## config.mk

```make
export PLATFORM = sky130hd
export DESIGN_NAME = decode_stage
export DESIGN_NICKNAME = d
export VERILOG_FILES = /design/src/logic/decode_pkg.sv /design/src/logic/decode_uop_if.sv /design/src/logic/decode_uop.sv /design/src/logic/operand_gather.sv /design/src/logic/decode_stage_reg.sv /design/src/logic/decode_stage.sv
export SDC_FILE = /design/constraint.sdc
export NUM_CORES = 1
export LEC_CHECK = 0
export ABC_AREA = 1
export BUFFER_PORTS_ARGS = -buffer_cell sky130_fd_sc_hd__buf_2
export CAP_MARGIN = 15
export CORE_AREA = 4 4 134 136
export CTS_BUF_LIST = sky130_fd_sc_hd__clkbuf_16
export DETAILED_ROUTE_END_ITERATION = 8
export DIE_AREA = 0 0 138 140
export GPL_ROUTABILITY_DRIVEN = 0
export PLACE_DENSITY = 0.79
export SETUP_SLACK_MARGIN = 0.1
export SLEW_MARGIN = 15
export SYNTH_ARGS = -nofsm -noshare
export SYNTH_HDL_FRONTEND = slang
export SYNTH_SLANG_ARGS = --single-unit
export TNS_END_PERCENT = 10
```

## constraint.sdc

```tcl
create_clock -name g_clk -period 0.8 [get_ports g_clk]
set_clock_uncertainty 0.05 [all_clocks]
set_input_delay 0.12 -clock g_clk [delete_from_list [all_inputs] [get_ports g_clk]]
set_output_delay 0.12 -clock g_clk [all_outputs]
set_load 0.02 [all_outputs]
```

## src/logic/decode_pkg.sv

```systemverilog
/*
 * Decode stage definitions
 * Major opcodes, micro-op encodings, operand selects and register
 * constants shared by the RV32I decode and operand gather logic
 */
package decode_pkg;

    typedef logic [31:0] instr_t;    // Encoded instruction
    typedef logic [4:0]  reg_addr_t; // Register file address

    localparam reg_addr_t REG_ZERO = 5'd0;

    // funct7 patterns for register and shift ops
    localparam logic [6:0] FUNCT7_BASE = 7'b0000000;
    localparam logic [6:0] FUNCT7_ALT  = 7'b0100000;

    // System ops are matched on the whole word
    localparam instr_t INSTR_ECALL  = 32'h0000_0073;
    localparam instr_t INSTR_EBREAK = 32'h0010_0073;
    localparam instr_t INSTR_MRET   = 32'h3020_0073;

    // ----------------------------------------------------------------------
    // Major opcodes, instruction bits 6..0
    // ----------------------------------------------------------------------
    typedef enum logic [6:0] {
        OPC_LOAD   = 7'b0000011,
        OPC_STORE  = 7'b0100011,
        OPC_OP_IMM = 7'b0010011,
        OPC_OP     = 7'b0110011,
        OPC_BRANCH = 7'b1100011,
        OPC_JAL    = 7'b1101111,
        OPC_JALR   = 7'b1100111,
        OPC_LUI    = 7'b0110111,
        OPC_AUIPC  = 7'b0010111,
        OPC_SYSTEM = 7'b1110011
    } major_op_e;

    // ----------------------------------------------------------------------
    // Micro-op encodings, zero is always the idle op
    // ----------------------------------------------------------------------
    typedef enum logic [3:0] {
        ALU_NOP, ALU_ADD, ALU_SUB, ALU_AND, ALU_OR, ALU_XOR,
        ALU_SLL, ALU_SRL, ALU_SRA, ALU_SLT, ALU_SLTU
    } alu_op_e;

    typedef enum logic [3:0] {
        LSU_NONE, LSU_LB, LSU_LBU, LSU_LH, LSU_LHU, LSU_LW,
        LSU_SB, LSU_SH, LSU_SW
    } lsu_op_e;

    typedef enum logic [3:0] {
        CFU_NOP, CFU_BEQ, CFU_BNE, CFU_BLT, CFU_BGE, CFU_BLTU, CFU_BGEU,
        CFU_JAL, CFU_ECALL, CFU_EBREAK, CFU_MRET
    } cfu_op_e;

    // Operand sources
    typedef enum logic [1:0] {OPR_A_ZERO, OPR_A_RS1, OPR_A_PC} opr_a_sel_e;
    typedef enum logic [1:0] {OPR_B_ZERO, OPR_B_RS2, OPR_B_IMM} opr_b_sel_e;
    typedef enum logic [1:0] {
        OPR_C_ZERO, OPR_C_RS2, OPR_C_IMM, OPR_C_NPC
    } opr_c_sel_e;

endpackage

```

## src/logic/decode_uop_if.sv

```systemverilog
/*
 * Decoded micro-op bundle
 * Ops, destination register, operand selects and immediates passed
 * from the decoder to the operand gather and the stage register
 */
interface decode_uop_if import decode_pkg::*; #(
    parameter int XLEN = 32
) ();

    alu_op_e         alu_op;
    lsu_op_e         lsu_op;
    cfu_op_e         cfu_op;
    reg_addr_t       rd;        // REG_ZERO when nothing is written
    opr_a_sel_e      opr_a_sel;
    opr_b_sel_e      opr_b_sel;
    opr_c_sel_e      opr_c_sel;
    logic [XLEN-1:0] imm_b;     // Immediate for operand B
    logic [XLEN-1:0] imm_c;     // Immediate for operand C

    modport producer (
        output alu_op, lsu_op, cfu_op, rd,
        output opr_a_sel, opr_b_sel, opr_c_sel, imm_b, imm_c
    );

    modport gather (
        input alu_op, lsu_op, cfu_op, rd,
        input opr_a_sel, opr_b_sel, opr_c_sel, imm_b, imm_c
    );

endinterface

```

## src/logic/decode_uop.sv

```systemverilog
/*
 * RV32I micro-op decoder
 * Maps opcode, funct3 and funct7 to ALU, LSU and CFU ops, operand
 * selects, register addresses and sign-extended immediates
 */
module decode_uop import decode_pkg::*; #(
    parameter int XLEN = 32
) (
    input  instr_t         instr_i,
    output reg_addr_t      rs1_addr_o,
    output reg_addr_t      rs2_addr_o,
    decode_uop_if.producer uop
);

    major_op_e       opcode;
    logic [2:0]      funct3;
    logic [6:0]      funct7;
    logic [31:0]     imm32_i;
    logic [31:0]     imm32_s;
    logic [31:0]     imm32_b;
    logic [31:0]     imm32_u;
    logic [31:0]     imm32_j;
    logic [XLEN-1:0] shamt;
    logic            legal;  // Encoding recognised
    logic            wr_rd;  // Instruction writes rd
    alu_op_e         alu_op;
    lsu_op_e         lsu_op;
    cfu_op_e         cfu_op;
    opr_a_sel_e      a_sel;
    opr_b_sel_e      b_sel;
    opr_c_sel_e      c_sel;
    logic [XLEN-1:0] imm_b;
    logic [XLEN-1:0] imm_c;

    function automatic logic [XLEN-1:0] sext32(input logic [31:0] value);
        return XLEN'($signed(value));
    endfunction

    assign opcode     = major_op_e'(instr_i[6:0]);
    assign funct3     = instr_i[14:12];
    assign funct7     = instr_i[31:25];
    assign rs1_addr_o = instr_i[19:15];
    assign rs2_addr_o = instr_i[24:20];

    // ----------------------------------------------------------------------
    // Immediate formats
    // ----------------------------------------------------------------------
    assign imm32_i = {{20{instr_i[31]}}, instr_i[31:20]};
    assign imm32_s = {{20{instr_i[31]}}, instr_i[31:25], instr_i[11:7]};
    assign imm32_b = {{19{instr_i[31]}}, instr_i[31], instr_i[7],
                      instr_i[30:25], instr_i[11:8], 1'b0};
    assign imm32_u = {instr_i[31:12], 12'b0};
    assign imm32_j = {{11{instr_i[31]}}, instr_i[31], instr_i[19:12],
                      instr_i[20], instr_i[30:21], 1'b0};
    assign shamt   = XLEN'(instr_i[24:20]);  // Zero extended

    // ----------------------------------------------------------------------
    // Micro-op selection
    // ----------------------------------------------------------------------
    always_comb begin
        legal  = 1'b1;
        wr_rd  = 1'b0;
        alu_op = ALU_NOP;
        lsu_op = LSU_NONE;
        cfu_op = CFU_NOP;
        a_sel  = OPR_A_ZERO;
        b_sel  = OPR_B_ZERO;
        c_sel  = OPR_C_ZERO;
        imm_b  = '0;
        imm_c  = '0;
        case (opcode)
            OPC_OP: begin
                wr_rd = 1'b1;
                a_sel = OPR_A_RS1;
                b_sel = OPR_B_RS2;
                case ({funct7, funct3})
                    {FUNCT7_BASE, 3'b000}: alu_op = ALU_ADD;
                    {FUNCT7_ALT,  3'b000}: alu_op = ALU_SUB;
                    {FUNCT7_BASE, 3'b001}: alu_op = ALU_SLL;
                    {FUNCT7_BASE, 3'b010}: alu_op = ALU_SLT;
                    {FUNCT7_BASE, 3'b011}: alu_op = ALU_SLTU;
                    {FUNCT7_BASE, 3'b100}: alu_op = ALU_XOR;
                    {FUNCT7_BASE, 3'b101}: alu_op = ALU_SRL;
                    {FUNCT7_ALT,  3'b101}: alu_op = ALU_SRA;
                    {FUNCT7_BASE, 3'b110}: alu_op = ALU_OR;
                    {FUNCT7_BASE, 3'b111}: alu_op = ALU_AND;
                    default:               legal  = 1'b0;
                endcase
            end
            OPC_OP_IMM: begin
                wr_rd = 1'b1;
                a_sel = OPR_A_RS1;
                b_sel = OPR_B_IMM;
                imm_b = sext32(imm32_i);
                case (funct3)
                    3'b000: alu_op = ALU_ADD;
                    3'b010: alu_op = ALU_SLT;
                    3'b011: alu_op = ALU_SLTU;
                    3'b100: alu_op = ALU_XOR;
                    3'b110: alu_op = ALU_OR;
                    3'b111: alu_op = ALU_AND;
                    3'b001: begin
                        alu_op = ALU_SLL;
                        imm_b  = shamt;
                        legal  = (funct7 == FUNCT7_BASE);
                    end
                    3'b101: begin
                        alu_op = (funct7 == FUNCT7_ALT) ? ALU_SRA : ALU_SRL;
                        imm_b  = shamt;
                        legal  = (funct7 == FUNCT7_BASE) || (funct7 == FUNCT7_ALT);
                    end
                endcase
            end
            OPC_LOAD: begin
                wr_rd  = 1'b1;
                alu_op = ALU_ADD;  // Address = rs1 + imm
                a_sel  = OPR_A_RS1;
                b_sel  = OPR_B_IMM;
                imm_b  = sext32(imm32_i);
                case (funct3)
                    3'b000:  lsu_op = LSU_LB;
                    3'b001:  lsu_op = LSU_LH;
                    3'b010:  lsu_op = LSU_LW;
                    3'b100:  lsu_op = LSU_LBU;
                    3'b101:  lsu_op = LSU_LHU;
                    default: legal  = 1'b0;
                endcase
            end
            OPC_STORE: begin
                alu_op = ALU_ADD;
                a_sel  = OPR_A_RS1;
                b_sel  = OPR_B_IMM;
                c_sel  = OPR_C_RS2;  // Store data
                imm_b  = sext32(imm32_s);
                case (funct3)
                    3'b000:  lsu_op = LSU_SB;
                    3'b001:  lsu_op = LSU_SH;
                    3'b010:  lsu_op = LSU_SW;
                    default: legal  = 1'b0;
                endcase
            end
            OPC_BRANCH: begin
                // Compare in the ALU, C carries the branch offset
                alu_op = ALU_SUB;
                a_sel  = OPR_A_RS1;
                b_sel  = OPR_B_RS2;
                c_sel  = OPR_C_IMM;
                imm_c  = sext32(imm32_b);
                case (funct3)
                    3'b000:  cfu_op = CFU_BEQ;
                    3'b001:  cfu_op = CFU_BNE;
                    3'b100:  cfu_op = CFU_BLT;
                    3'b101:  cfu_op = CFU_BGE;
                    3'b110:  cfu_op = CFU_BLTU;
                    3'b111:  cfu_op = CFU_BGEU;
                    default: legal  = 1'b0;
                endcase
            end
            OPC_JAL: begin
                wr_rd  = 1'b1;
                cfu_op = CFU_JAL;
                a_sel  = OPR_A_PC;
                b_sel  = OPR_B_IMM;
                c_sel  = OPR_C_NPC;  // Link value
                imm_b  = sext32(imm32_j);
            end
            OPC_JALR: begin
                wr_rd  = 1'b1;
                cfu_op = CFU_JAL;
                a_sel  = OPR_A_RS1;
                b_sel  = OPR_B_IMM;
                c_sel  = OPR_C_NPC;
                imm_b  = sext32(imm32_i);
                legal  = (funct3 == 3'b000);
            end
            OPC_LUI: begin
                wr_rd  = 1'b1;
                alu_op = ALU_OR;  // Zero OR imm
                b_sel  = OPR_B_IMM;
                imm_b  = sext32(imm32_u);
            end
            OPC_AUIPC: begin
                wr_rd  = 1'b1;
                alu_op = ALU_ADD;
                a_sel  = OPR_A_PC;
                b_sel  = OPR_B_IMM;
                c_sel  = OPR_C_IMM;
                imm_b  = sext32(imm32_u);
                imm_c  = sext32(imm32_u);
            end
            OPC_SYSTEM: begin
                case (instr_i)
                    INSTR_ECALL:  cfu_op = CFU_ECALL;
                    INSTR_EBREAK: cfu_op = CFU_EBREAK;
                    INSTR_MRET:   cfu_op = CFU_MRET;
                    default:      legal  = 1'b0;
                endcase
            end
            default: legal = 1'b0;
        endcase
    end

    // Unknown encodings leave every field at zero
    assign uop.alu_op    = legal ? alu_op : ALU_NOP;
    assign uop.lsu_op    = legal ? lsu_op : LSU_NONE;
    assign uop.cfu_op    = legal ? cfu_op : CFU_NOP;
    assign uop.rd        = (legal && wr_rd) ? instr_i[11:7] : REG_ZERO;
    assign uop.opr_a_sel = legal ? a_sel : OPR_A_ZERO;
    assign uop.opr_b_sel = legal ? b_sel : OPR_B_ZERO;
    assign uop.opr_c_sel = legal ? c_sel : OPR_C_ZERO;
    assign uop.imm_b     = legal ? imm_b : '0;
    assign uop.imm_c     = legal ? imm_c : '0;

endmodule

```

## src/logic/operand_gather.sv

```systemverilog
/*
 * Operand gather
 * Builds operands A, B and C from forwarded register data, PC,
 * next PC and decoded immediates
 */
module operand_gather import decode_pkg::*; #(
    parameter int XLEN = 32
) (
    decode_uop_if.gather    uop,
    input  logic [XLEN-1:0] rs1_data_i,  // Forwarded rs1
    input  logic [XLEN-1:0] rs2_data_i,  // Forwarded rs2
    input  logic [XLEN-1:0] pc_i,
    input  logic [XLEN-1:0] npc_i,
    output logic [XLEN-1:0] opr_a_o,
    output logic [XLEN-1:0] opr_b_o,
    output logic [XLEN-1:0] opr_c_o
);

    // Operand A, first ALU input
    always_comb begin
        case (uop.opr_a_sel)
            OPR_A_RS1: opr_a_o = rs1_data_i;
            OPR_A_PC:  opr_a_o = pc_i;
            default:   opr_a_o = '0;
        endcase
    end

    // Operand B, second ALU input
    always_comb begin
        case (uop.opr_b_sel)
            OPR_B_RS2: opr_b_o = rs2_data_i;
            OPR_B_IMM: opr_b_o = uop.imm_b;
            default:   opr_b_o = '0;
        endcase
    end

    // Operand C holds store data, branch offset or link address
    always_comb begin
        case (uop.opr_c_sel)
            OPR_C_RS2: opr_c_o = rs2_data_i;
            OPR_C_IMM: opr_c_o = uop.imm_c;
            OPR_C_NPC: opr_c_o = npc_i;
            default:   opr_c_o = '0;
        endcase
    end

endmodule

```

## src/logic/decode_stage_reg.sv

```systemverilog
/*
 * Decode to execute register
 * Loads the gathered micro-op when accepted, holds under back-pressure
 * and clears on flush
 */
module decode_stage_reg import decode_pkg::*; #(
    parameter int XLEN = 32
) (
    input  logic            g_clk,
    input  logic            arst_n_i,
    input  logic            flush_i,     // Clears the stage to NOP
    input  logic            load_i,      // Valid and ready
    decode_uop_if.gather    uop,
    input  logic [XLEN-1:0] pc_i,
    input  logic [XLEN-1:0] opr_a_i,
    input  logic [XLEN-1:0] opr_b_i,
    input  logic [XLEN-1:0] opr_c_i,
    output logic [XLEN-1:0] ex_pc_o,
    output logic [XLEN-1:0] ex_opr_a_o,
    output logic [XLEN-1:0] ex_opr_b_o,
    output logic [XLEN-1:0] ex_opr_c_o,
    output reg_addr_t       ex_rd_o,
    output alu_op_e         ex_alu_op_o,
    output lsu_op_e         ex_lsu_op_o,
    output cfu_op_e         ex_cfu_op_o
);

    always_ff @(posedge g_clk or negedge arst_n_i) begin
        if (!arst_n_i) begin
            ex_pc_o     <= '0;
            ex_opr_a_o  <= '0;
            ex_opr_b_o  <= '0;
            ex_opr_c_o  <= '0;
            ex_rd_o     <= REG_ZERO;
            ex_alu_op_o <= ALU_NOP;
            ex_lsu_op_o <= LSU_NONE;
            ex_cfu_op_o <= CFU_NOP;
        end else if (flush_i) begin
            // Flush wins over a same-cycle load
            ex_pc_o     <= '0;
            ex_opr_a_o  <= '0;
            ex_opr_b_o  <= '0;
            ex_opr_c_o  <= '0;
            ex_rd_o     <= REG_ZERO;
            ex_alu_op_o <= ALU_NOP;
            ex_lsu_op_o <= LSU_NONE;
            ex_cfu_op_o <= CFU_NOP;
        end else if (load_i) begin
            ex_pc_o     <= pc_i;
            ex_opr_a_o  <= opr_a_i;
            ex_opr_b_o  <= opr_b_i;
            ex_opr_c_o  <= opr_c_i;
            ex_rd_o     <= uop.rd;
            ex_alu_op_o <= uop.alu_op;
            ex_lsu_op_o <= uop.lsu_op;
            ex_cfu_op_o <= uop.cfu_op;
        end
    end

endmodule

```

## src/logic/decode_stage.sv

```systemverilog
/*
 * Decode and operand gather stage
 * Decodes one RV32I instruction per cycle and registers the result
 * for the execute stage
 */
module decode_stage import decode_pkg::*; #(
    parameter int XLEN = 32
) (
    input  logic            g_clk,
    input  logic            arst_n_i,
    input  logic            instr_valid_i,
    input  instr_t          instr_i,
    input  logic [XLEN-1:0] pc_i,
    input  logic [XLEN-1:0] npc_i,
    input  logic            flush_i,
    output reg_addr_t       rs1_addr_o,
    input  logic [XLEN-1:0] rs1_data_i,
    output reg_addr_t       rs2_addr_o,
    input  logic [XLEN-1:0] rs2_data_i,
    input  logic            ex_ready_i,
    output logic            eat_o,       // Instruction consumed
    output logic [XLEN-1:0] ex_pc_o,
    output logic [XLEN-1:0] ex_opr_a_o,
    output logic [XLEN-1:0] ex_opr_b_o,
    output logic [XLEN-1:0] ex_opr_c_o,
    output reg_addr_t       ex_rd_o,
    output alu_op_e         ex_alu_op_o,
    output lsu_op_e         ex_lsu_op_o,
    output cfu_op_e         ex_cfu_op_o
);

    logic            load;
    logic [XLEN-1:0] opr_a;
    logic [XLEN-1:0] opr_b;
    logic [XLEN-1:0] opr_c;

    decode_uop_if #(.XLEN(XLEN)) uop_if ();

    assign load  = instr_valid_i && ex_ready_i;
    assign eat_o = load;

    // ----------------------------------------------------------------------
    // Decode, gather and register
    // ----------------------------------------------------------------------
    decode_uop #(.XLEN(XLEN)) u_decode_uop (
        .instr_i    (instr_i),
        .rs1_addr_o (rs1_addr_o),
        .rs2_addr_o (rs2_addr_o),
        .uop        (uop_if.producer)
    );

    operand_gather #(.XLEN(XLEN)) u_operand_gather (
        .uop        (uop_if.gather),
        .rs1_data_i (rs1_data_i),
        .rs2_data_i (rs2_data_i),
        .pc_i       (pc_i),
        .npc_i      (npc_i),
        .opr_a_o    (opr_a),
        .opr_b_o    (opr_b),
        .opr_c_o    (opr_c)
    );

    decode_stage_reg #(.XLEN(XLEN)) u_decode_stage_reg (
        .g_clk       (g_clk),
        .arst_n_i    (arst_n_i),
        .flush_i     (flush_i),
        .load_i      (load),
        .uop         (uop_if.gather),
        .pc_i        (pc_i),
        .opr_a_i     (opr_a),
        .opr_b_i     (opr_b),
        .opr_c_i     (opr_c),
        .ex_pc_o     (ex_pc_o),
        .ex_opr_a_o  (ex_opr_a_o),
        .ex_opr_b_o  (ex_opr_b_o),
        .ex_opr_c_o  (ex_opr_c_o),
        .ex_rd_o     (ex_rd_o),
        .ex_alu_op_o (ex_alu_op_o),
        .ex_lsu_op_o (ex_lsu_op_o),
        .ex_cfu_op_o (ex_cfu_op_o)
    );

endmodule

```

# --- Yosys cells after proc, flatten, opt, wreduce, memory -nomap -nowiden ---
# Cells that the tools add are included.
word_totals:
  ff_bits: 145
  inputBits: 165
  output_inout_bits: 156
op_classes:
  eq_ne: 37
  muxes: 52
  n_reduce_logical: 24
op_table:
  columns: ["operator", "count"]
  rows:
  - ["$mux W32", 11]
  - ["$pmux W32 S2", 3]
  - ["$pmux W32 S5", 1]
  - ["$pmux W32 S3", 1]
  - ["$eq A10 B3 Y1 const B", 4]
  - ["$mux W4", 10]
  - ["$pmux W4 S10", 1]
  - ["$pmux W4 S3", 3]
  - ["$eq A32 B21 Y1 const B", 1]
  - ["$eq A32 B30 Y1 const B", 1]
  - ["$eq A32 B7 Y1 const B", 1]
  - ["$pmux W4 S8", 1]
  - ["$eq A7 B6 Y1 const B", 4]
  - ["$eq A7 B7 Y1 const B", 4]
  - ["$eq A10 B2 Y1 const B", 2]
  - ["$eq A10 B9 Y1 const B", 2]
  - ["$pmux W4 S5", 1]
  - ["$pmux W3 S6", 1]
  - ["$mux W5", 3]
  - ["$pmux W3 S5", 1]
  - ["$eq A7 B5 Y1 const B", 2]
  - ["$reduce_or A2 Y1", 7]
  - ["$reduce_or A7 Y1", 2]
  - ["$eq A3 B3 Y1 const B", 4]
  - ["23 further kinds", 42]

# --- Longest topological paths before layout ---
depth:
  word_depth: 9
  ltp_mapped: 22

# --- Cells and area by module ---
# Synthesis repeated with hierarchy kept, for this count alone.
hier_totals:
  hier_cells: 1468
  hier_area_um2: 9844.4
by_module_without_submodules:
  columns: ["mod", "instances", "cells_each", "area_per_inst_um2", "seq_area_each_um2"]
  rows:
  - ["decode_stage_reg", 1, 628, 5672.9, 3628.5]
  - ["decode_uop", 1, 470, 2112.0, 0.0]
  - ["operand_gather", 1, 368, 2052.0, 0.0]
  - ["decode_stage", 1, 2, 7.5, 0.0]

# --- Worst setup path after synthesis ---
# OpenSTA, ideal clock, no wires.
synth_timing:
  path_kind: "in2reg"
  startpoint: "input port instr_i[1]"
  endpoint: "register u_decode_stage_reg.ex_opr_a_o[0]"
  setup_ns: 0.083
  t_arrival_ns: 2.346
  path_slack_ns: -1.678
  path_stages: 18
  path_buffers: 3
  cell_sequence: "nand2_1 > inv_2 > nand2_1 > inv_2 > nand3_2 > nand2_1 > inv_1 > nand2_1 > nor2_1 > nand3_2 > buf_6 > buf_4 > o31ai_1 > inv_1 > ha_1 > or2_2 > clkbuf_1 > o21ai_0"
synth_via:
  elab_chain_cells: 9
synth_lines:
  columns: ["item", "line", "rtl"]
  rows:
  - ["start, declared", "decode_stage.sv:12", "input instr_t instr_i,"]
  - ["$eq A32 B7 Y1, or another cell as far along", "decode_uop.sv:192", "case (instr_i)"]
  - ["$reduce_or A3 Y1 (no source line)", null, null]
  - ["$mux W1", "decode_uop.sv:192", null]
  - ["$pmux W1 S8", "decode_uop.sv:71", "case (opcode)"]
  - ["$mux W2 *", "decode_uop.sv:208", "assign uop.opr_a_sel = legal ? a_sel : OPR_A_ZERO;"]
  - ["$eq A2 B2 Y1 / $eq A2 B1 Y1 (equally long branches)", "operand_gather.sv:21", "case (uop.opr_a_sel)"]
  - ["$pmux W32 S2 *", "operand_gather.sv:21", null]
  - ["$mux W32 *", "decode_stage_reg.sv:48", "end else if (load_i) begin"]
  - ["$mux W32 *", "decode_stage_reg.sv:38", "end else if (flush_i) begin"]
  - ["end signal, assigned", "decode_stage_reg.sv:50", "ex_opr_a_o <= opr_a_i;"]
  - ["end, declared", "decode_stage_reg.sv:19", "output logic [XLEN-1:0] ex_opr_a_o,"]
# Every way passes the cells marked *; elsewhere a longest branch is shown, timed or not. The select of a mux whose other input is x is not followed.
# A chain may end at the register's enable or synchronous reset.

# --- Final worst setup path ---
layout_timing:
  startpoint: "input port instr_i[27]"
  endpoint: "register u_decode_stage_reg.ex_opr_b_o[30]"
layout_via:
  elab_chain_cells: 9
layout_lines:
  columns: ["item", "line", "rtl"]
  rows:
  - ["$eq A10 B9 Y1, or another cell as far along", "decode_uop.sv:76", "case ({funct7, funct3})"]
  - ["$reduce_or A10 Y1 (no source line), or another cell as far along", null, null]
  - ["$mux W1, or another cell as far along", "decode_uop.sv:76", null]
  - ["$pmux W1 S8 *", "decode_uop.sv:71", null]
  - ["$mux W2", "decode_uop.sv:209", "assign uop.opr_b_sel = legal ? b_sel : OPR_B_ZERO;"]
  - ["$eq A2 B2 Y1 / $eq A2 B1 Y1 (equally long branches)", "operand_gather.sv:30", "case (uop.opr_b_sel)"]
  - ["$pmux W32 S2 *", "operand_gather.sv:30", null]
  - ["$mux W32 *", "decode_stage_reg.sv:48", null]
  - ["$mux W32 *", "decode_stage_reg.sv:38", null]
  - ["end signal, assigned", "decode_stage_reg.sv:51", "ex_opr_b_o <= opr_b_i;"]
  - ["end, declared", "decode_stage_reg.sv:20", "output logic [XLEN-1:0] ex_opr_b_o,"]
# Marks and branches as above.

==> summary.txt <==
Power
  – Internal power: 13.09 mW
  – Switching power: 5.518 mW
  – Power per cell area: 1342 nW/um^2
  – Static leakage: 7.484 nW
  – Switch share: 29.66%
  – Total Power: 18.60 mW
  – Combinational power share: 14.8%
  – Share of power burned in registers: 40.1%
  – Peak supply drop: 1.486 mV
  – Clock share of power: 45.2%

Route
  – Routed WL per cell: 22.31 um
  – Routed Antenna Nets: 0
  – Drt drc: 0
  – Drt total wl: 42780 um
  – Via density: 6.013
  – Iter 0 DRT Violations: 1380
  – Drt pass-1 iters: 7
  – Vias: 11530

Worst setup path
  – CP delay by family, top: simple AND/OR/NAND/NOR gates
  – Slowest cell on crit path: a22oi_1
  – CP Buf/Inv Count: 4
  – R2R setup slack: -0.05 ns
  – Most used cell, CP: nand2_1
  – Critical path type: in -> reg
  – Crit-path max cell delay: 0.35 ns
  – CP required: 1.06 ns
  – Max FO, Critical Path: 18
  – Cell Chain, Critical Path: buf_2 -> nor2_4 -> nand2_2 -> nor2_4 -> nor2_1 -> nand2_1 -> nand2_1 -> nand2_1 -> nor2_2 -> nand3_4 -> buf_12 -> o21ai_4 -> inv_2 -> ha_4 -> buf_12 -> a22oi_1 -> o21ai_2
  – CP Capture Type: flop
  – Critical path arrival: 2.34 ns
  – Startpoint Class: input pin

Layout
  – Share of cells above drive strength 1: 41.12%
  – Layout area overhead: 68.14%
  – Layout net count: 1846

Clock tree
  – CTS clk-pin slew, worst paths: 0.07 ns
  – H-tree levels: 4
  – CTS buffer count: 17
  – Clock tree from TritonCTS: done
  – Clk root buf: clkbuf_16
  – Worst-skew pair later-pin latency: 0.43 ns
  – Total clock sinks: 145
  – Clk buf depth: 2

Global routing
  – Grt peak-use layer: met2
  – Vias in the first global route: 11000
  – GRT Total Usage: 38.30%
  – GR Util met2: 63.69%
  – GRT overflow: 0
  – First-pass GRT wire length: 58820 um
  – Largest net degree at the start of global routing: 59
  – Met1 Resource Use GR: 43.55%
  – Initial antenna violation count: 2
  – Routing usage on met3: 9.935%

Logic synthesis
  – Syn Nets: 1373
  – Synth area leaders: dfrtp_1 (44%), nand2_1 (21%), o21ai_0 (9.5%), inv_1 (5.9%), nand3_1 (3.9%)
  – Main synth FF type: dfrtp_1
  – Synth Cell Area: 8247 um^2
  – Synth Instances: 1204
  – #FFs+latches synth: 145
  – Post-synth cell types: 31
  – Asr flop ratio synth: 100.0%
  – Most frequent cell after synthesis: nand2_1
  – Top cell type's share of synthesized area: 44.00%
  – Post-synth EDFFs: 0
  – Leading area contributor after synthesis: dfrtp_1
  – Post-synthesis sequential area ratio: 44.00%
  – Syn Area/Cell: 6.849 um^2
  – Synth cell count leaders: nand2_1 (470), o21ai_0 (157), dfrtp_1 (145), inv_1 (129), nand3_1 (64)
  – Synth Warn #: 0

STA
  – Final WS setup: -1.278 ns
  – Fin crit period: 2.078 ns
  – Slew Limit Fails: 0
  – Final Setup Violations: 259
  – Slew HR: 72.47%
  – Fin. Hold Viols: 41
  – RSZ-0062 raised after global routing: yes
  – Fmax: 481.3 MHz
  – Final worst-path cycle share: 259.7%
  – Hold WS: -0.04030 ns
  – Worst slew pin tran: 0.4065 ns

Floorplan
  – Rows: 48
  – Initial Utilization: 48.69%
  – Chip width: 138 um
  – DIE AREA: 19320 um^2
  – Core ar.: 16940 um^2
  – Die height: 140 um
  – I/O pin total: 321

Flow run
  – Max Cap Viol: 0

Worst hold path
  – Worst min-delay path class: in -> reg

Place
  – HPWL Detailed: 24260 um
  – PortBufs: 320

Run status
  – Failing checks: hold timing, setup timing
  – Run status: finished with violations
## flip-flops by register name, indices dropped and copies added, names as in the netlist
register and flops:
u_decode_stage_reg.ex_pc_o 32, u_decode_stage_reg.ex_cfu_op_o 4, u_decode_stage_reg.ex_alu_op_o 4, u_decode_stage_reg.ex_opr_a_o 32
u_decode_stage_reg.ex_lsu_op_o 4, u_decode_stage_reg.ex_opr_c_o 32, u_decode_stage_reg.ex_rd_o 5, u_decode_stage_reg.ex_opr_b_o 32
## kinds of logic after synthesis
logic type / after synthesis / share of synthesized area (%)
buffers and inverters: 213 / 10.67
DFF: 145 / 44.00
and+or+nand+nor: 635 / 31.44
AOI/OAI and AO/OA: 207 / 13.29
adders and majority gates: 4 / 0.6069
## layout make-up
cell class                      count  area, um^2
Fill cell                         994        3070
Sequential cell                   145        3628
Multi-Input combinational cell    849        4486
Tap cell                          225       281.5
Inverter                          137       555.5
Clock buffer                       17       425.4
Clock inverter                     15       188.9
Timing Repair Buffer              527        4295
Antenna cell                        2       5.005
## tightest hold or removal path, delay by kind of cell
family | cells | cell delay (ns)
simple gates | 4 | 0.21
buf+inv | 1 | 0.09
## per-stage QoR
step                utilization [%]  cell area (um^2)  std cells  TNS (ns)  setup slack, ns
CTS                           77.25             13080       1897   -147.55          -0.9624
global route                  81.87             13870       1917   -187.82           -1.340
floorplan                         -              8403       1204   -134.86           -1.351
global placement              65.68             11120       1809   -170.31           -1.479
finish                        81.87             13870       1917   -178.56           -1.278
detailed placement            65.68             11120       1809   -181.28           -1.584
## metal layers
layer  routed length (um)  vias up  part of all wire, %
li1                     -     4797                    -
met3                 5371      359                   13
met5                   17        -                0.040
met4                 4017        2                  9.4
met2                19470     1154                   46
met1                13900     5215                   33
## cell usage in the layout (no fill, tap or decap), types with 35 or more instances in the layout
cell type      netlist  routed
nand2_1            470     416
buf_2               10     238
dfrtp_1            145     145
buf_4               16     128
inv_1              129     118
buf_6                1      85
o21ai_0            157      67
nand3_1             64      61
o21ai_1             16      60
o21ai_2              0      44
dlygate4sd3_1        0      36
nand2_2              0      35
nand4_1             35      35
## power groups by stage
stage | combinational [mW] | sequential (mW) | clock [mW]
3_3_place_gp | 2.09 | 7.58 | 0
5_1_grt | 2.88 | 7.46 | 8.71
2_1_floorplan | 0.657 | 7.68 | 0
6_report | 2.75 | 7.45 | 8.40
4_1_cts | 2.44 | 7.44 | 8.34
3_5_place_dp | 2.10 | 7.58 | 0
## timing repair
action                     4_1_cts  5_1_grt
hold endpoints to repair       252       23
setup endpoints to repair      294      292
buffers inserted                14       11
cloned                           9        6
pin swaps                       51       40
gates resized for setup        250      182
hold buffers                    33        3
## path summary, 6_finish.rpt
kind                                                          startpoint                                            end  depth (start not counted)
setup / recovery                                             instr_i[27]  u_decode_stage_reg.ex_opr_b_o[30]$_DFFE_PN0P_                         17
hold / removal                                            rs2_data_i[22]  u_decode_stage_reg.ex_opr_b_o[22]$_DFFE_PN0P_                          5
setup reg to reg           u_decode_stage_reg.ex_opr_a_o[23]$_DFFE_PN0P_  u_decode_stage_reg.ex_opr_a_o[23]$_DFFE_PN0P_                          2
hold reg to reg            u_decode_stage_reg.ex_opr_b_o[19]$_DFFE_PN0P_  u_decode_stage_reg.ex_opr_b_o[19]$_DFFE_PN0P_                          2
max in group asynchronous                                       arst_n_i  u_decode_stage_reg.ex_opr_a_o[15]$_DFFE_PN0P_                          3
min in group asynchronous                                       arst_n_i      u_decode_stage_reg.ex_pc_o[4]$_DFFE_PN0P_                          2
Note: power is estimated with default switching activity, not from simulation.
